`src/rtl/decoder_settings.svh`:
```
`ifndef DECODER_SETTINGS_SVH
`define DECODER_SETTINGS_SVH

//////////////////////////////////////////////////////////////////////
// datapath widths

`define DATA_WIDTH    32      // one data word
`define ADDR_WIDTH    18      // pc counts words, not bytes

//////////////////////////////////////////////////////////////////////
// instruction fields

`define REG_IDX_WIDTH 5
`define OPCODE_WIDTH  6       // opcode and funct
`define IMM_WIDTH     16

`define LINK_REG      31      // jal and jalr destination

`endif

```
`src/rtl/decoder_pkg.sv`:
```
`default_nettype none

`include "decoder_settings.svh"

package decoder_pkg;

    typedef logic [`DATA_WIDTH-1:0]    data_t;
    typedef logic [`ADDR_WIDTH-1:0]    addr_t;
    typedef logic [`REG_IDX_WIDTH-1:0] reg_idx_t;
    typedef logic [`OPCODE_WIDTH-1:0]  opcode_t;
    typedef logic [`IMM_WIDTH-1:0]     imm16_t;

    // NONE stays zero so an illegal word decodes to all zeros
    typedef enum logic [5:0] {
        KIND_NONE,
        KIND_NOP,
        KIND_SLL, KIND_SRL, KIND_SRA,
        KIND_SLLV, KIND_SRLV, KIND_SRAV,
        KIND_JR, KIND_JALR, KIND_J, KIND_JAL,
        KIND_ADD, KIND_ADDU, KIND_SUB, KIND_SUBU,
        KIND_AND, KIND_OR, KIND_XOR, KIND_NOR,
        KIND_SLT, KIND_SLTU,
        KIND_BLTZ, KIND_BGEZ, KIND_BEQ, KIND_BNE, KIND_BLEZ, KIND_BGTZ,
        KIND_ADDI, KIND_ADDIU, KIND_SLTI, KIND_SLTIU,
        KIND_ANDI, KIND_ORI, KIND_XORI, KIND_LUI,
        KIND_LB, KIND_LH, KIND_LW, KIND_LBU, KIND_LHU,
        KIND_SB, KIND_SH, KIND_SW
    } inst_kind_e;

    typedef enum logic [4:0] {
        ALU_NOP,
        ALU_ADD, ALU_ADDU, ALU_SUB, ALU_SUBU,
        ALU_AND, ALU_OR, ALU_XOR, ALU_NOR,
        ALU_SLL, ALU_SRL, ALU_SRA,
        ALU_LT, ALU_LTU,
        ALU_EQ, ALU_NE, ALU_GE, ALU_GT, ALU_LE,
        ALU_LU                              // load upper
    } alu_op_e;

    typedef enum logic [1:0] {
        JUMP_NONE,
        JUMP_IMM,                           // target from the index field
        JUMP_REG                            // target from rs
    } jump_e;

    typedef struct packed {
        logic       rs_enable;
        reg_idx_t   rs_addr;
        logic       rt_enable;
        reg_idx_t   rt_addr;
        logic       wb_reg;
        reg_idx_t   rd_addr;
        data_t      imm;
        addr_t      addr;                   // branch or jump target
        inst_kind_e kind;
        alu_op_e    alu_op;
        logic       b_imm;                  // operand b is imm, not rt
        logic       wb_mem;                 // write back from memory
    } decode_t;

    typedef struct packed {
        logic  mem_enable;
        jump_e jump;
        logic  branch;
        logic  illegal;
    } ctrl_t;

endpackage

`default_nettype wire

```
`src/rtl/target_calc.sv`:
```
`timescale 1ns/1ps
`default_nettype none

`include "decoder_settings.svh"

module target_calc (
    input  decoder_pkg::addr_t pc,
    input  decoder_pkg::data_t raw_inst,
    output decoder_pkg::addr_t branch_target,
    output decoder_pkg::addr_t jump_target,
    output decoder_pkg::addr_t link_value
);

    decoder_pkg::imm16_t offset;
    decoder_pkg::addr_t  offset_sext;

    assign offset      = raw_inst[15:0];
    assign offset_sext = {{(`ADDR_WIDTH-`IMM_WIDTH){offset[`IMM_WIDTH-1]}}, offset};

    // word addresses, so the delay slot is pc + 1
    assign branch_target = pc + decoder_pkg::addr_t'(1) + offset_sext;
    assign jump_target   = raw_inst[`ADDR_WIDTH-1:0];   // low bits of the 26-bit index
    assign link_value    = pc + decoder_pkg::addr_t'(2);  // skip the delay slot

endmodule

`default_nettype wire

```
`src/rtl/special_decoder.sv`:
```
`timescale 1ns/1ps
`default_nettype none

`include "decoder_settings.svh"

module special_decoder (
    input  decoder_pkg::data_t   raw_inst,
    input  decoder_pkg::addr_t   link_value,
    output decoder_pkg::decode_t dec,
    output logic                 illegal
);

    decoder_pkg::reg_idx_t   rs;
    decoder_pkg::reg_idx_t   rt;
    decoder_pkg::reg_idx_t   rd;
    logic [4:0]              shamt;
    decoder_pkg::opcode_t    funct;
    decoder_pkg::inst_kind_e kind;

    assign rs    = raw_inst[25:21];
    assign rt    = raw_inst[20:16];
    assign rd    = raw_inst[15:11];
    assign shamt = raw_inst[10:6];
    assign funct = raw_inst[5:0];

    always_comb begin
        case (funct)
            6'b000000: kind = (rt == '0 && rd == '0 && shamt == '0) ?
                              decoder_pkg::KIND_NOP : decoder_pkg::KIND_SLL;
            6'b000010: kind = decoder_pkg::KIND_SRL;
            6'b000011: kind = decoder_pkg::KIND_SRA;
            6'b000100: kind = decoder_pkg::KIND_SLLV;
            6'b000110: kind = decoder_pkg::KIND_SRLV;
            6'b000111: kind = decoder_pkg::KIND_SRAV;
            6'b001000: kind = decoder_pkg::KIND_JR;
            6'b001001: kind = decoder_pkg::KIND_JALR;
            6'b100000: kind = decoder_pkg::KIND_ADD;
            6'b100001: kind = decoder_pkg::KIND_ADDU;
            6'b100010: kind = decoder_pkg::KIND_SUB;
            6'b100011: kind = decoder_pkg::KIND_SUBU;
            6'b100100: kind = decoder_pkg::KIND_AND;
            6'b100101: kind = decoder_pkg::KIND_OR;
            6'b100110: kind = decoder_pkg::KIND_XOR;
            6'b100111: kind = decoder_pkg::KIND_NOR;
            6'b101010: kind = decoder_pkg::KIND_SLT;
            6'b101011: kind = decoder_pkg::KIND_SLTU;
            default:   kind = decoder_pkg::KIND_NONE;
        endcase
    end

    assign illegal = (kind == decoder_pkg::KIND_NONE);

    always_comb begin
        dec      = '0;
        dec.kind = kind;
        case (kind)
            decoder_pkg::KIND_SLL, decoder_pkg::KIND_SRL, decoder_pkg::KIND_SRA: begin
                dec.rs_enable = 1'b1;
                dec.rs_addr   = rt;                 // shifted value sits in rt
                dec.wb_reg    = 1'b1;
                dec.rd_addr   = rd;
                dec.imm       = decoder_pkg::data_t'(shamt);
                dec.b_imm     = 1'b1;
            end
            decoder_pkg::KIND_SLLV, decoder_pkg::KIND_SRLV, decoder_pkg::KIND_SRAV: begin
                dec.rs_enable = 1'b1;
                dec.rs_addr   = rt;
                dec.rt_enable = 1'b1;
                dec.rt_addr   = rs;                 // amount from rs
                dec.wb_reg    = 1'b1;
                dec.rd_addr   = rd;
            end
            decoder_pkg::KIND_JR: begin
                dec.rs_enable = 1'b1;
                dec.rs_addr   = rs;
            end
            decoder_pkg::KIND_JALR: begin
                dec.rs_enable = 1'b1;
                dec.rs_addr   = rs;
                dec.wb_reg    = 1'b1;
                dec.rd_addr   = decoder_pkg::reg_idx_t'(`LINK_REG);
                dec.imm       = decoder_pkg::data_t'(link_value);
                dec.b_imm     = 1'b1;
            end
            decoder_pkg::KIND_NOP, decoder_pkg::KIND_NONE: ;
            default: begin                          // three-operand alu
                dec.rs_enable = 1'b1;
                dec.rs_addr   = rs;
                dec.rt_enable = 1'b1;
                dec.rt_addr   = rt;
                dec.wb_reg    = 1'b1;
                dec.rd_addr   = rd;
            end
        endcase

        case (kind)
            decoder_pkg::KIND_SLL, decoder_pkg::KIND_SLLV: dec.alu_op = decoder_pkg::ALU_SLL;
            decoder_pkg::KIND_SRL, decoder_pkg::KIND_SRLV: dec.alu_op = decoder_pkg::ALU_SRL;
            decoder_pkg::KIND_SRA, decoder_pkg::KIND_SRAV: dec.alu_op = decoder_pkg::ALU_SRA;
            decoder_pkg::KIND_JALR: dec.alu_op = decoder_pkg::ALU_ADDU;
            decoder_pkg::KIND_ADD:  dec.alu_op = decoder_pkg::ALU_ADD;
            decoder_pkg::KIND_ADDU: dec.alu_op = decoder_pkg::ALU_ADDU;
            decoder_pkg::KIND_SUB:  dec.alu_op = decoder_pkg::ALU_SUB;
            decoder_pkg::KIND_SUBU: dec.alu_op = decoder_pkg::ALU_SUBU;
            decoder_pkg::KIND_AND:  dec.alu_op = decoder_pkg::ALU_AND;
            decoder_pkg::KIND_OR:   dec.alu_op = decoder_pkg::ALU_OR;
            decoder_pkg::KIND_XOR:  dec.alu_op = decoder_pkg::ALU_XOR;
            decoder_pkg::KIND_NOR:  dec.alu_op = decoder_pkg::ALU_NOR;
            decoder_pkg::KIND_SLT:  dec.alu_op = decoder_pkg::ALU_LT;
            decoder_pkg::KIND_SLTU: dec.alu_op = decoder_pkg::ALU_LTU;
            default:                dec.alu_op = decoder_pkg::ALU_NOP;
        endcase
    end

endmodule

`default_nettype wire

```
`src/rtl/opcode_decoder.sv`:
```
`timescale 1ns/1ps
`default_nettype none

`include "decoder_settings.svh"

module opcode_decoder (
    input  decoder_pkg::data_t   raw_inst,
    input  decoder_pkg::addr_t   branch_target,
    input  decoder_pkg::addr_t   jump_target,
    input  decoder_pkg::addr_t   link_value,
    output decoder_pkg::decode_t dec,
    output logic                 illegal
);

    decoder_pkg::opcode_t    op;
    decoder_pkg::reg_idx_t   rs;
    decoder_pkg::reg_idx_t   rt;
    decoder_pkg::imm16_t     imm;
    decoder_pkg::data_t      imm_sext;
    decoder_pkg::data_t      imm_zext;
    decoder_pkg::inst_kind_e kind;
    decoder_pkg::decode_t    op_dec;
    decoder_pkg::decode_t    sp_dec;
    logic                    sp_illegal;

    assign op       = raw_inst[31:26];
    assign rs       = raw_inst[25:21];
    assign rt       = raw_inst[20:16];
    assign imm      = raw_inst[15:0];
    assign imm_sext = {{(`DATA_WIDTH-`IMM_WIDTH){imm[`IMM_WIDTH-1]}}, imm};
    assign imm_zext = decoder_pkg::data_t'(imm);

    special_decoder u_special_decoder (
        .raw_inst   (raw_inst),
        .link_value (link_value),
        .dec        (sp_dec),
        .illegal    (sp_illegal)
    );

    always_comb begin
        case (op)
            6'b000001: kind = (rt == 5'd0) ? decoder_pkg::KIND_BLTZ :
                              (rt == 5'd1) ? decoder_pkg::KIND_BGEZ : decoder_pkg::KIND_NONE;
            6'b000010: kind = decoder_pkg::KIND_J;
            6'b000011: kind = decoder_pkg::KIND_JAL;
            6'b000100: kind = decoder_pkg::KIND_BEQ;
            6'b000101: kind = decoder_pkg::KIND_BNE;
            6'b000110: kind = decoder_pkg::KIND_BLEZ;
            6'b000111: kind = decoder_pkg::KIND_BGTZ;
            6'b001000: kind = decoder_pkg::KIND_ADDI;
            6'b001001: kind = decoder_pkg::KIND_ADDIU;
            6'b001010: kind = decoder_pkg::KIND_SLTI;
            6'b001011: kind = decoder_pkg::KIND_SLTIU;
            6'b001100: kind = decoder_pkg::KIND_ANDI;
            6'b001101: kind = decoder_pkg::KIND_ORI;
            6'b001110: kind = decoder_pkg::KIND_XORI;
            6'b001111: kind = decoder_pkg::KIND_LUI;
            6'b100000: kind = decoder_pkg::KIND_LB;
            6'b100001: kind = decoder_pkg::KIND_LH;
            6'b100011: kind = decoder_pkg::KIND_LW;
            6'b100100: kind = decoder_pkg::KIND_LBU;
            6'b100101: kind = decoder_pkg::KIND_LHU;
            6'b101000: kind = decoder_pkg::KIND_SB;
            6'b101001: kind = decoder_pkg::KIND_SH;
            6'b101011: kind = decoder_pkg::KIND_SW;
            default:   kind = decoder_pkg::KIND_NONE;  // special handled below
        endcase
    end

    always_comb begin
        op_dec      = '0;
        op_dec.kind = kind;
        case (kind)
            decoder_pkg::KIND_BLTZ, decoder_pkg::KIND_BGEZ,
            decoder_pkg::KIND_BLEZ, decoder_pkg::KIND_BGTZ: begin
                op_dec.rs_enable = 1'b1;
                op_dec.rs_addr   = rs;
                op_dec.addr      = branch_target;
            end
            decoder_pkg::KIND_BEQ, decoder_pkg::KIND_BNE: begin
                op_dec.rs_enable = 1'b1;
                op_dec.rs_addr   = rs;
                op_dec.rt_enable = 1'b1;
                op_dec.rt_addr   = rt;
                op_dec.addr      = branch_target;
            end
            decoder_pkg::KIND_J: op_dec.addr = jump_target;
            decoder_pkg::KIND_JAL: begin
                op_dec.addr    = jump_target;
                op_dec.wb_reg  = 1'b1;
                op_dec.rd_addr = decoder_pkg::reg_idx_t'(`LINK_REG);
                op_dec.imm     = decoder_pkg::data_t'(link_value);
                op_dec.b_imm   = 1'b1;
            end
            decoder_pkg::KIND_SB, decoder_pkg::KIND_SH, decoder_pkg::KIND_SW: begin
                op_dec.rs_enable = 1'b1;
                op_dec.rs_addr   = rs;
                op_dec.rt_enable = 1'b1;                // store data
                op_dec.rt_addr   = rt;
                op_dec.imm       = imm_sext;
                op_dec.b_imm     = 1'b1;
            end
            decoder_pkg::KIND_NONE: ;
            default: begin                              // alu immediate, lui, loads
                op_dec.rs_enable = (kind != decoder_pkg::KIND_LUI);
                op_dec.rs_addr   = (kind != decoder_pkg::KIND_LUI) ? rs : '0;
                op_dec.wb_reg    = 1'b1;
                op_dec.rd_addr   = rt;
                op_dec.b_imm     = 1'b1;
                op_dec.wb_mem    = (kind inside {decoder_pkg::KIND_LB, decoder_pkg::KIND_LH,
                    decoder_pkg::KIND_LW, decoder_pkg::KIND_LBU, decoder_pkg::KIND_LHU});
                op_dec.imm       = (kind inside {decoder_pkg::KIND_ANDI, decoder_pkg::KIND_ORI,
                    decoder_pkg::KIND_XORI}) ? imm_zext : imm_sext;
            end
        endcase

        case (kind)
            decoder_pkg::KIND_BLTZ, decoder_pkg::KIND_SLTI: op_dec.alu_op = decoder_pkg::ALU_LT;
            decoder_pkg::KIND_BGEZ:  op_dec.alu_op = decoder_pkg::ALU_GE;
            decoder_pkg::KIND_BLEZ:  op_dec.alu_op = decoder_pkg::ALU_LE;
            decoder_pkg::KIND_BGTZ:  op_dec.alu_op = decoder_pkg::ALU_GT;
            decoder_pkg::KIND_BEQ:   op_dec.alu_op = decoder_pkg::ALU_EQ;
            decoder_pkg::KIND_BNE:   op_dec.alu_op = decoder_pkg::ALU_NE;
            decoder_pkg::KIND_J, decoder_pkg::KIND_JAL,
            decoder_pkg::KIND_ADDIU: op_dec.alu_op = decoder_pkg::ALU_ADDU;
            decoder_pkg::KIND_SLTIU: op_dec.alu_op = decoder_pkg::ALU_LTU;
            decoder_pkg::KIND_ANDI:  op_dec.alu_op = decoder_pkg::ALU_AND;
            decoder_pkg::KIND_ORI:   op_dec.alu_op = decoder_pkg::ALU_OR;
            decoder_pkg::KIND_XORI:  op_dec.alu_op = decoder_pkg::ALU_XOR;
            decoder_pkg::KIND_LUI:   op_dec.alu_op = decoder_pkg::ALU_LU;
            decoder_pkg::KIND_NONE:  op_dec.alu_op = decoder_pkg::ALU_NOP;
            default:                 op_dec.alu_op = decoder_pkg::ALU_ADD;  // addi, address calc
        endcase
    end

    // opcode zero is the SPECIAL group
    assign dec     = (op == '0) ? sp_dec : op_dec;
    assign illegal = (op == '0) ? sp_illegal : (kind == decoder_pkg::KIND_NONE);

endmodule

`default_nettype wire

```
`src/rtl/decode_stage.sv`:
```
`timescale 1ns/1ps
`default_nettype none

module decode_stage (
    input  logic                 clk,
    input  logic                 rst_n,
    input  logic                 stall,
    input  logic                 in_valid,
    input  decoder_pkg::addr_t   pc,
    input  decoder_pkg::data_t   raw_inst,
    output logic                 out_valid,
    output decoder_pkg::decode_t dec,
    output decoder_pkg::ctrl_t   ctrl
);

    decoder_pkg::addr_t   branch_target;
    decoder_pkg::addr_t   jump_target;
    decoder_pkg::addr_t   link_value;
    decoder_pkg::decode_t dec_next;
    decoder_pkg::ctrl_t   ctrl_next;
    logic                 illegal_next;

    target_calc u_target_calc (
        .pc            (pc),
        .raw_inst      (raw_inst),
        .branch_target (branch_target),
        .jump_target   (jump_target),
        .link_value    (link_value)
    );

    opcode_decoder u_opcode_decoder (
        .raw_inst      (raw_inst),
        .branch_target (branch_target),
        .jump_target   (jump_target),
        .link_value    (link_value),
        .dec           (dec_next),
        .illegal       (illegal_next)
    );

    //////////////////////////////////////////////////////////////////////
    // control flags from the decoded kind

    always_comb begin
        ctrl_next         = '0;
        ctrl_next.illegal = illegal_next;
        case (dec_next.kind)
            decoder_pkg::KIND_LB, decoder_pkg::KIND_LH, decoder_pkg::KIND_LW,
            decoder_pkg::KIND_LBU, decoder_pkg::KIND_LHU,
            decoder_pkg::KIND_SB, decoder_pkg::KIND_SH, decoder_pkg::KIND_SW:
                ctrl_next.mem_enable = 1'b1;
            decoder_pkg::KIND_JR, decoder_pkg::KIND_JALR: begin
                ctrl_next.jump   = decoder_pkg::JUMP_REG;
                ctrl_next.branch = 1'b1;
            end
            decoder_pkg::KIND_J, decoder_pkg::KIND_JAL: begin
                ctrl_next.jump   = decoder_pkg::JUMP_IMM;
                ctrl_next.branch = 1'b1;
            end
            decoder_pkg::KIND_BLTZ, decoder_pkg::KIND_BGEZ, decoder_pkg::KIND_BEQ,
            decoder_pkg::KIND_BNE, decoder_pkg::KIND_BLEZ, decoder_pkg::KIND_BGTZ:
                ctrl_next.branch = 1'b1;
            default: ;
        endcase
    end

    //////////////////////////////////////////////////////////////////////
    // stage register

    always_ff @(posedge clk or negedge rst_n) begin
        if (!rst_n) begin
            out_valid <= 1'b0;
            dec       <= '0;
            ctrl      <= '0;
        end else if (!stall) begin
            out_valid <= in_valid;
            if (in_valid) begin         // bubble keeps the last record
                dec  <= dec_next;
                ctrl <= ctrl_next;
            end
        end
    end

    illegal_is_zero: assert property (@(posedge clk) disable iff (!rst_n)
        out_valid && ctrl.illegal |-> dec == '0)
        else $error("illegal word left a nonzero decode record");

    jump_is_branch: assert property (@(posedge clk) disable iff (!rst_n)
        ctrl.jump != decoder_pkg::JUMP_NONE |-> ctrl.branch)
        else $error("jump without branch flag");

    mem_not_branch: assert property (@(posedge clk) disable iff (!rst_n)
        !(ctrl.mem_enable && ctrl.branch))
        else $error("memory access flagged as branch");

endmodule

`default_nettype wire

```
`config.mk`:
```
export PLATFORM = sky130hd
export DESIGN_NAME = decode_stage
export DESIGN_NICKNAME = d
export VERILOG_FILES = /design/src/rtl/decoder_pkg.sv /design/src/rtl/target_calc.sv /design/src/rtl/special_decoder.sv /design/src/rtl/opcode_decoder.sv /design/src/rtl/decode_stage.sv
export VERILOG_INCLUDE_DIRS = /design/src /design/src/rtl
export SDC_FILE = /design/constraint.sdc
export NUM_CORES = 1
export LEC_CHECK = 0
export ABC_AREA = 1
export BUFFER_PORTS_ARGS = -buffer_cell sky130_fd_sc_hd__buf_2
export CELL_PAD_IN_SITES_DETAIL_PLACEMENT = 1
export CELL_PAD_IN_SITES_GLOBAL_PLACEMENT = 1
export CORE_MARGIN = 2
export CORE_UTILIZATION = 43
export CTS_BUF_LIST = sky130_fd_sc_hd__clkbuf_8
export DETAILED_ROUTE_END_ITERATION = 12
export PLACE_DENSITY_LB_ADDON = 0.1
export SYNTH_ARGS = -nofsm -noshare
export SYNTH_HDL_FRONTEND = slang
export SYNTH_SLANG_ARGS = --single-unit
```
`constraint.sdc`:
```
create_clock -name clk -period 1.4 [get_ports clk]
set_input_delay 0.14 -clock clk [delete_from_list [all_inputs] [get_ports clk]]
set_output_delay 0.14 -clock clk [all_outputs]
set_load 0.1 [all_outputs]
```
==> metrics.md, run 1 <==
| Metric | Value |
|---|---|
| Site Rows | `44` |
| Ys Warns | `0` |
| Top cells by area, synth | `dfrtp_1 (29%), nand2_1 (17%), inv_1 (6.0%)` |
| Main synth FF type | `dfrtp_1` |
| Synth async-reset ratio | `100.0%` |
| H-tree depth | `3` |
| Outcome | `did not finish` |
| Synth Instances | `953` |
| Port Buffers | `140` |
| Die H | `~130 um` |
| Hold_buf cts | `4` |
| Setup bufs post-CTS | `just over 60` |
| Synthesized flop and latch total | `between 70 and 80` |
| Yosys top cell by area | `dfrtp_1` |
| Seq/Total Area, Yosys | `around 29%` |
| Gpl congestion | `0.9552` |
| Syn nets | `~1.0k` |
| Area of the mapped netlist | `0.006336 sq mm` |
| Num CTS Buffers | `9` |
| Clock root buffer | `clkbuf_8` |
| Clk buf depth | `2` |
| IO Pins | `141` |
| Error msg | `[ERROR DPL-0033] detailed placement checks failed during check placement.` |
| HPWL after DPL | `26.57 mm` |
| Syn avg cell area | `6.649 sq um` |
| Last stage | `4_1_cts` |
| Netlist cell types | `between 50 and 60` |
| Die X | `125.4 um` |
| Clock sinks | `74` |
| Synth top area share | `29.23%` |
| Post-synth EDFFs | `0` |
| Inst Count DP | `~1.5k` |
| Initial core utilization | `a little over two fifths` |
| Resized cells post-CTS | `roughly 280` |
cells by family after synthesis:
| logic type | Yosys count | synth area share (%) |
|---|---|---|
| AOI/OAI and AO/OA | 182 | 16.65 |
| xor gates and xnor gates | 29 | 4.009 |
| adders and majority gates | 27 | 5.450 |
| buffers and inverters | 147 | 9.656 |
| DFF | 74 | 29.23 |
| and+or+nand+nor | 494 | 35.01 |
through the flow:
stage / TNS, ns / utilization (%) / worst slack, ns / cell area [sq um]
after floorplan: -30.25 / - / -0.6334 / 6731
after global placement: -58.38 / 64.31 / -1.009 / 9311
after detailed placement: -74.12 / 64.31 / -1.380 / 9311
cells in the mapped netlist, types with 7 or more instances:
| cell | count |
|---|---|
| ha_1 | 26 |
| buf_4 | 13 |
| nand2_1 | 284 |
| inv_1 | 102 |
| o22ai_1 | 25 |
| a21oi_1 | 68 |
| o21ai_0 | 49 |
| xor2_1 | 21 |
| nor3_1 | 11 |
| clkbuf_1 | 15 |
| nand4_1 | 15 |
| a22oi_1 | 9 |
| nand2_2 | 7 |
| nor2_2 | 12 |
| inv_2 | 7 |
| nand3_1 | 55 |
| xnor2_1 | 8 |
| nor2_1 | 83 |
| dfrtp_1 | 74 |
==> run 2: changes to the inputs <==
- CELL_PAD_IN_SITES_DETAIL_PLACEMENT: 1 -> unset
- CELL_PAD_IN_SITES_GLOBAL_PLACEMENT: 1 -> unset
- CORE_UTILIZATION: 43 -> 40
- CTS_BUF_LIST: sky130_fd_sc_hd__clkbuf_8 -> unset
- PLACE_DENSITY_LB_ADDON: 0.1 -> 0.15
==> run 2 against run 1 <==
The flow now finishes, with violations (negative setup slack). Area after synthesis did not move. Synthesized cell count did not move.
==> metrics.md, run 2 <==
| Metric | Value |
|---|---|
| R2r setup slk | `0.59 ns` |
| Pwr Density | `968.1 mW/mm^2` |
| Crit Path Category | `input pin to register` |
| Gr busiest metal | `met2` |
| Skew final | `0 ns` |
| Gpl congestion | `0.9582 (was 0.9552)` |
| Initial antenna violation count | `0` |
| Min setup slack post-route | `-0.6548 ns` |
| Core area | `0.01566 sq mm` |
| Hold Fails Final Rpt | `0` |
| Post-synth EDFFs | `0 (unchanged)` |
| Most common cell after layout, fill and taps aside | `buf_4` |
| Met2 usage | `48.14%` |
| Syn nets | `1034 (unchanged)` |
| Worst slew pin tran | `0.4999 ns` |
| Compound-Gate Fraction of Synth Area | `16.65% (unchanged)` |
| Num CTS Buffers | `9 (unchanged)` |
| Port Buffers | `140 (unchanged)` |
| Fmax | `486.7 MHz` |
| Clock latency on the worst-skew pair | `0.36 ns` |
| Leak | `5.872 nW` |
| Synth async-reset ratio | `100.0% (unchanged)` |
| Origin of the worst setup path | `raw_inst[4]` |
| Relative slew margins | `66.90%` |
| Residual DRC | `0` |
| Main synth FF type | `dfrtp_1 (unchanged)` |
| Biggest regs | `dec (68), ctrl (5), out_valid (1)` |
| Site Rows | `46 (was 44)` |
| Slew Limit Fails | `0` |
| # setup viols final | `66` |
| Largest net degree at the start of global routing | `39` |
| Data required time of the critical path | `between 1.5 and 2 ns` |
| Seq/Total Area, Yosys | `29.23% (unchanged)` |
| Critical path peak fanout | `5` |
| Most frequent cells in the layout | `buf_4 (261), nand2_1 (247), buf_2 (114), inv_1 (74), dfrtp_1 (73)` |
| Iteration-0 DRC Markers | `536` |
| R2R cell count | `2` |
| Peak VDD IR | `roughly 0.72 mV` |
| Synthesized flop and latch total | `74 (unchanged)` |
| Top cells by area, synth | `dfrtp_1 (29%), nand2_1 (17%), inv_1 (6.0%) (unchanged)` |
| Crit path cell chain | `buf_12, inv_16, nand2_4, inv_4, nand2_4, nor2_2, inv_2, o21ai_2, nor3b_2, nand3_4, buf_6, ha_4, nand4_1, nand3_2, nand2_4, nand2_4, nor2_4, nand2_1, nand2_1, nand2_1, a21oi_1` |
| Reg2reg start | `ctrl[2]` |
| Synth top area share | `29.23% (unchanged)` |
| Largest family of logic cells by synthesized area | `simple AND/OR/NAND/NOR gates (unchanged)` |
| Netlist cell types | `51 (unchanged)` |
| CP most frequent cell | `nand2_4` |
| Post-layout nets | `1450` |
| Total track usage | `a little under 30%` |
| CTS tree | `done` |
| Clk pin slew, worst setup/hold paths | `0.06 ns` |
| CP max stage cell | `nor3b_2` |
| HPWL after DPL | `18.66 mm (was 26.57 mm)` |
| Initial core utilization | `40.47% (was 43.76%)` |
| Antenna Cells | `0` |
| GR Util met1 | `39.66%` |
| Final Cycle Share | `146.8%` |
| Largest register FFs | `around 70` |
| Share of layout cells above drive strength 1 | `about half` |
| Finished Core Util | `71.53%` |
| Crit path capture type | `register` |
| Routed len/inst | `approximately 16 um` |
| Area of the mapped netlist | `0.006336 sq mm (unchanged)` |
| Most frequent cell after synthesis | `nand2_1 (unchanged)` |
| RR Endpoint | `ctrl[2]` |
| IO Pins | `141 (unchanged)` |
| Pre-antenna DRT Iters | `5` |
| Post-Synth Adder-Cell Area | `5.450% (unchanged)` |
| Ys Warns | `0 (unchanged)` |
| Mux share of post-synthesis cell area | `0% (unchanged)` |
| Worst hold stages | `3` |
| Max stage delay on crit path | `0.32 ns` |
| Critical path data arrival time | `roughly 2.3 ns` |
| Max-cap viol count | `0` |
| Full die area | `0.01686 sq mm` |
| Clock sinks | `74 (unchanged)` |
| Vias per inst | `5.193` |
| Total grt overflow | `0` |
| Setup_tns | `-28.05 ns` |
| H-tree depth | `3 (unchanged)` |
| Post-synthesis xor/xnor area fraction | `4.009% (unchanged)` |
| Tmin final | `a little over 2 ns` |
| RSZ-0062 raised after global routing | `yes` |
| Synth cell count leaders | `nand2_1 (284), inv_1 (102), nor2_1 (83) (unchanged)` |
| Crit start category | `input pin` |
| First-pass GRT wire length | `~40 mm` |
| Syn avg cell area | `6.649 sq um (unchanged)` |
| Hold Crit Class | `input pin to register` |
| Outcome | `complete, but fails checks (was did not finish)` |
| Crit path capture | `dec[71]` |
| Fillcell total | `~1.3k` |
| Synth Instances | `953 (unchanged)` |
| Area Growth Syn to Fin | `76.74%` |
| Largest register by flop count | `dec` |
| Clk buf depth | `2 (unchanged)` |
| Post-route ant nets | `0` |
| Violations in the final reports | `negative setup slack` |
| Vias | `a little over 8k` |
| Routed wire length | `25.92 mm` |
| Yosys top cell by area | `dfrtp_1 (unchanged)` |
| Vias in the first global route | `7668` |
| Die X | `129.9 um (was 125.4 um)` |
| Post-Synth Simple-Gate Area | `35.01% (unchanged)` |
| Die H | `129.9 um (was 125.4 um)` |
| Clock root buffer | `clkbuf_16 (was clkbuf_8)` |
| Met3 Track Usage GR | `about 4.5%` |
| Place WS | `-1.137 ns (was -1.380 ns)` |
-- run 2: area by class of cell --
cell class              instances  area (sq um)  share of cell area, %
multi-input cells             733          4872                  43.51
repair buffers                438          3374                  30.13
flip-flops and latches         74          1853                  16.55
inverters                     112         520.5                  4.648
well taps                     216         270.3                  2.413
clock buffers                   9         225.2                  2.011
clock inverters                 7         77.57                 0.6927
repair inverters                1         5.005                0.04469
-- run 2: worst min path at each step --
stage / start / slack, ns / end
after floorplan: rst_n / -0.16 / ctrl[0]
after global placement: rst_n / 0.14 / ctrl[4]
after detailed placement: rst_n / 0.14 / ctrl[4]
after CTS: raw_inst[21] / 0.05 / dec[75]
after global routing: raw_inst[23] / 0.06 / dec[77]
final: raw_inst[23] / 0.05 / dec[77]
-- run 2: critical path: cells and delay by family --
| kind | cells | cell delay [ns] |
|---|---|---|
| adders and majority gates | 1 | 0.16 |
| and+or+nand+nor | 13 | 1.45 |
| AOI/OAI and AO/OA | 2 | 0.19 |
| buffers and inverters | 5 | 0.39 |
-- run 2: stage by stage --
step	total power [mW]	instances	instance area (sq um)	hold WS [ns]
floorplan	6.371	953	6731	-0.1556
global placement	7.750	1510	9369	0.1412
detailed placement	7.782	1510	9369	0.1386
CTS	10.59	1559	10600	0.05419
global route	11.26	1590	11200	0.06404
finish	10.84	1590	11200	0.05283
-- run 2: power by group --
part	switching, mW	internal, mW
clock	1.06	1.40
sequential	0.177	2.40
combinational	4.17	1.64
-- run 2: cells by family (layout without fill, tap and decap cells) --
logic type	count (synthesis)	in the layout
fa+ha+maj	27	27
compound gates	182	182
flops	74	74
xor+xnor	29	29
buf+inv	147	567
simple gates	494	495
-- run 2: metal layers --
metal	part of all wire, %	wire (um)
met1	43	11030
met4	2.5	650
met3	6.7	1741
met2	48	12490
met5	0	0
-- run 2: repair_timing --
action | CTS | global route
pin swaps | 79 | 71
setup endpoints to repair | 81 | 69
hold endpoints to repair | 75 | 0
setup buffers | 32 | 35
gates resized for setup | 176 | 102
hold buffers | 2 | 0
gates cloned | 2 | 1
(Power assumes the default switching activity.)
==> run 3: changes to the inputs <==
- BUFFER_PORTS_ARGS: -buffer_cell sky130_fd_sc_hd__buf_2 -> unset
- DONT_BUFFER_PORTS: unset -> 1
- SYNTH_HIERARCHICAL: unset -> 1
==> run 3 against run 2 <==
Total power is 8.5% higher. Final cell count grew 21%. Sequential share of layout area increased by 0.60 points. The run ends with negative hold slack, negative setup slack left. Cell area rose by 13%. Combinational power up 6.9%. Area after synthesis up 38%.
==> metrics.md, run 3 <==
| Metric | Value |
|---|---|
| Num CTS Buffers | `9 (unchanged)` |
| R2r setup slk | `0.67 ns (was 0.59 ns)` |
| Gr busiest metal | `met2 (unchanged)` |
| Area of the mapped netlist | `0.008750 sq mm (was 0.006336 sq mm)` |
| Full die area | `0.02307 sq mm (was 0.01686 sq mm)` |
| Area of the multi-input gates | `0.006600 sq mm (was 0.004872 sq mm)` |
| Core area | `0.02162 sq mm (was 0.01566 sq mm)` |
| Clk pin slew, worst setup/hold paths | `0.08 ns (was 0.06 ns)` |
| Routed len/inst | `15.66 um (was 16.30 um)` |
| Outcome | `complete, but fails checks (unchanged)` |
| Crit Path Category | `input pin to register (unchanged)` |
| HPWL after DPL | `21.54 mm (was 18.66 mm)` |
| Skew final | `0 ns (unchanged)` |
| Total grt overflow | `0 (unchanged)` |
| Die X | `151.9 um (was 129.9 um)` |
| Placed cell area | `0.01105 sq mm (was 0.009369 sq mm)` |
| Synth async-reset ratio | `100.0% (unchanged)` |
| RR Endpoint | `ctrl[2] (unchanged)` |
| Antenna Cells | `0 (unchanged)` |
| Reg2reg start | `ctrl[2] (unchanged)` |
| Data required time of the critical path | `1.65 ns (was 1.68 ns)` |
| Residual DRC | `0 (unchanged)` |
| Netlist cell types | `53 (was 51)` |
| Sequential cell area | `0.002177 sq mm (was 0.001853 sq mm)` |
| GR Util met1 | `33.91% (was 39.66%)` |
| Largest register FFs | `81 (was 68)` |
| Biggest regs | `dec (81), ctrl (5), out_valid (1) (was dec (68), ctrl (5), out_valid (1))` |
| Syn avg cell area | `6.322 sq um (was 6.649 sq um)` |
| Leak | `6.827 nW (was 5.872 nW)` |
| Design area | `0.01270 sq mm (was 0.01120 sq mm)` |
| Iteration-0 DRC Markers | `753 (was 536)` |
| Fin Hold WS | `-0.5346 ns (was 0.05283 ns)` |
| Slew Limit Fails | `0 (unchanged)` |
| Peak VDD IR | `0.5149 mV (was 0.7239 mV)` |
| Vias per inst | `4.982 (was 5.193)` |
| Gpl congestion | `0.9235 (was 0.9582)` |
| Pwr Density | `925.9 mW/mm^2 (was 968.1 mW/mm^2)` |
| Largest net degree at the start of global routing | `88 (was 39)` |
| Main synth FF type | `dfrtp_1 (unchanged)` |
| Met3 Track Usage GR | `4.335% (was 4.469%)` |
| Min setup slack post-route | `-0.5776 ns (was -0.6548 ns)` |
| Routed wire length | `30.17 mm (was 25.92 mm)` |
| Most frequent cells in the layout | `nand2_1 (517), buf_4 (265), inv_1 (103), nand3_1 (96), dfrtp_1 (87) (was buf_4 (261), nand2_1 (247), buf_2 (114), inv_1 (74), dfrtp_1 (73))` |
| Tmin final | `1.978 ns (was 2.055 ns)` |
| Met2 usage | `39.66% (was 48.14%)` |
| Synthesized flop and latch total | `87 (was 74)` |
| Total track usage | `24.66% (was 29.71%)` |
| Synth Instances | `1384 (was 953)` |
| Post-route ant nets | `0 (unchanged)` |
| IO Pins | `141 (unchanged)` |
| Fmax | `505.7 MHz (was 486.7 MHz)` |
| Largest register by flop count | `dec (unchanged)` |
| Critical path peak fanout | `8 (was 5)` |
| Crit path capture type | `register (unchanged)` |
| Yosys top cell by area | `dfrtp_1 (unchanged)` |
| Synth top area share | `24.88% (was 29.23%)` |
| Post-synth EDFFs | `0 (unchanged)` |
| Area Growth Syn to Fin | `45.13% (was 76.74%)` |
| RSZ-0062 raised after global routing | `yes (unchanged)` |
| Top cells by area, synth | `dfrtp_1 (25%), nand2_1 (24%), nand3_1 (8.0%) (was dfrtp_1 (29%), nand2_1 (17%), inv_1 (6.0%))` |
| Initial antenna violation count | `0 (unchanged)` |
| Violations in the final reports | `negative hold slack, negative setup slack (was negative setup slack)` |
| Clk buf depth | `2 (unchanged)` |
| Clock sinks | `87 (was 74)` |
| Vias | `9595 (was 8257)` |
| Vias in the first global route | `9066 (was 7668)` |
| Seq/Total Area, Yosys | `24.88% (was 29.23%)` |
| CTS tree | `done (unchanged)` |
| Post-layout nets | `1727 (was 1450)` |
| H-tree depth | `3 (unchanged)` |
| Most frequent cell after synthesis | `nand2_1 (unchanged)` |
| Fillcell total | `2067 (was 1269)` |
| Most common cell after layout, fill and taps aside | `nand2_1 (was buf_4)` |
| Hold Crit Class | `input pin to async pin (was input pin to register)` |
| R2R cell count | `2 (unchanged)` |
| Clock root buffer | `clkbuf_16 (unchanged)` |
| First-pass GRT wire length | `46.62 mm (was 38.99 mm)` |
| Die H | `151.9 um (was 129.9 um)` |
| Site Rows | `54 (was 46)` |
| Pre-antenna DRT Iters | `5 (unchanged)` |
| Share of layout cells above drive strength 1 | `36.33% (was 49.42%)` |
| Final Cycle Share | `141.3% (was 146.8%)` |
| Hold Fails Final Rpt | `87 (was 0)` |
| Max-cap viol count | `0 (unchanged)` |
| Hold_buf cts | `2 (unchanged)` |
| Ys Warns | `6 (was 0)` |
| Critical path data arrival time | `2.23 ns (was 2.34 ns)` |
| # setup viols final | `76 (was 66)` |
| Total Power | `11.76 mW (was 10.84 mW)` |
| Crit start category | `input pin (unchanged)` |
| Synth cell count leaders | `nand2_1 (561), nand3_1 (139), inv_1 (120) (was nand2_1 (284), inv_1 (102), nor2_1 (83))` |
| Clock latency on the worst-skew pair | `0.36 ns (about the same)` |
| Port Buffers | `0 (was 140)` |
| Initial core utilization | `40.47% (about the same)` |
==> run 3: changes by cell type in the layout (fill, tap and decap cells not counted), moves of 24 or more <==
cell	delta
nand2_1	+270
buf_2	-114
nand3_1	+61
conb_1	+35
inv_1	+29
nand2_2	+26
nor2_1	-24
==> run 3: cells by family (layout without fill, tap and decap cells) <==
family | count (synthesis) | in the layout | synth area share [%]
AOI/OAI and AO/OA | 121 | 121 | 9.081
DFF | 87 | 87 | 24.88
and+or+nand+nor | 885 | 887 | 45.39
adders and majority gates | 32 | 32 | 4.662
xor gates and xnor gates | 23 | 23 | 2.302
other | 1 | 35 | 0.04286
buffers and inverters | 235 | 461 | 13.64
==> run 3: area by class of cell <==
cell class / instances / share of cell area (%)
clock buffer: 9 / 1.774
tap: 280 / 2.759
clock inverter: 7 / 0.5912
multi-input combinational: 1098 / 51.98
timing repair buffer: 312 / 21.46
inverter: 133 / 4.296
sequential: 87 / 17.14
==> run 3: report_power, final <==
part / internal [mW] / switching, mW
Clock: 1.26 / 1.22
Combinational: 1.87 / 4.33
Sequential: 2.83 / 0.236
Total: 5.97 / 5.79
==> run 3: how the worst max path moves through the flow <==
stage	from	to	slack [ns]	cells after the start
2_1_floorplan	raw_inst[31]	dec[37]	-0.94	19
3_3_place_gp	raw_inst[28]	dec[32]	-0.91	18
3_5_place_dp	raw_inst[26]	dec[51]	-0.95	19
4_1_cts	raw_inst[28]	dec[55]	-0.50	18
5_1_grt	raw_inst[28]	dec[52]	-0.71	19
6_report	raw_inst[29]	dec[45]	-0.58	17
==> run 3: critical path, stage by stage <==
cell and delay [ns]:
nor2_4 0.03, buf_4 0.13, nand3_2 0.09, nand2_4 0.06, nor3_4 0.22, inv_2 0.10, ha_4 0.20, o31ai_4 0.31
nand2_4 0.11, buf_12 0.14, nor2_8 0.14, buf_8 0.17, nand3_2 0.11, nand3_2 0.10, nand2_2 0.06, nand2_1 0.06
nand2_1 0.04
==> run 3: per-stage QoR <==
stage	setup slack [ns]	hold slack [ns]	instances	utilization, %	setup TNS [ns]
after floorplan	-0.9421	-0.1556	1418	-	-52.25
after global placement	-0.9149	-0.1516	1869	51.13	-62.39
after detailed placement	-0.9485	-0.1519	1869	51.13	-65.01
after CTS	-0.5012	-0.5412	1911	55.41	-27.79
after global routing	-0.7058	-0.5447	1926	58.73	-43.09
final	-0.5776	-0.5346	1926	58.73	-33.02
==> run 3: routing by layer <==
layer / vias up / wire, um
met4: 0 / 829
met3: 55 / 1921
met5: - / 0
met1: 4380 / 13490
li1: 4821 / -
met2: 339 / 13930
==> run 3: repair_timing <==
item                       in CTS  in global routing
pin swaps                      57                 99
hold endpoints to repair       89                 87
setup endpoints to repair      76                 82
gates cloned                    2                  3
setup buffers                  22                 14
gates resized for setup       109                125
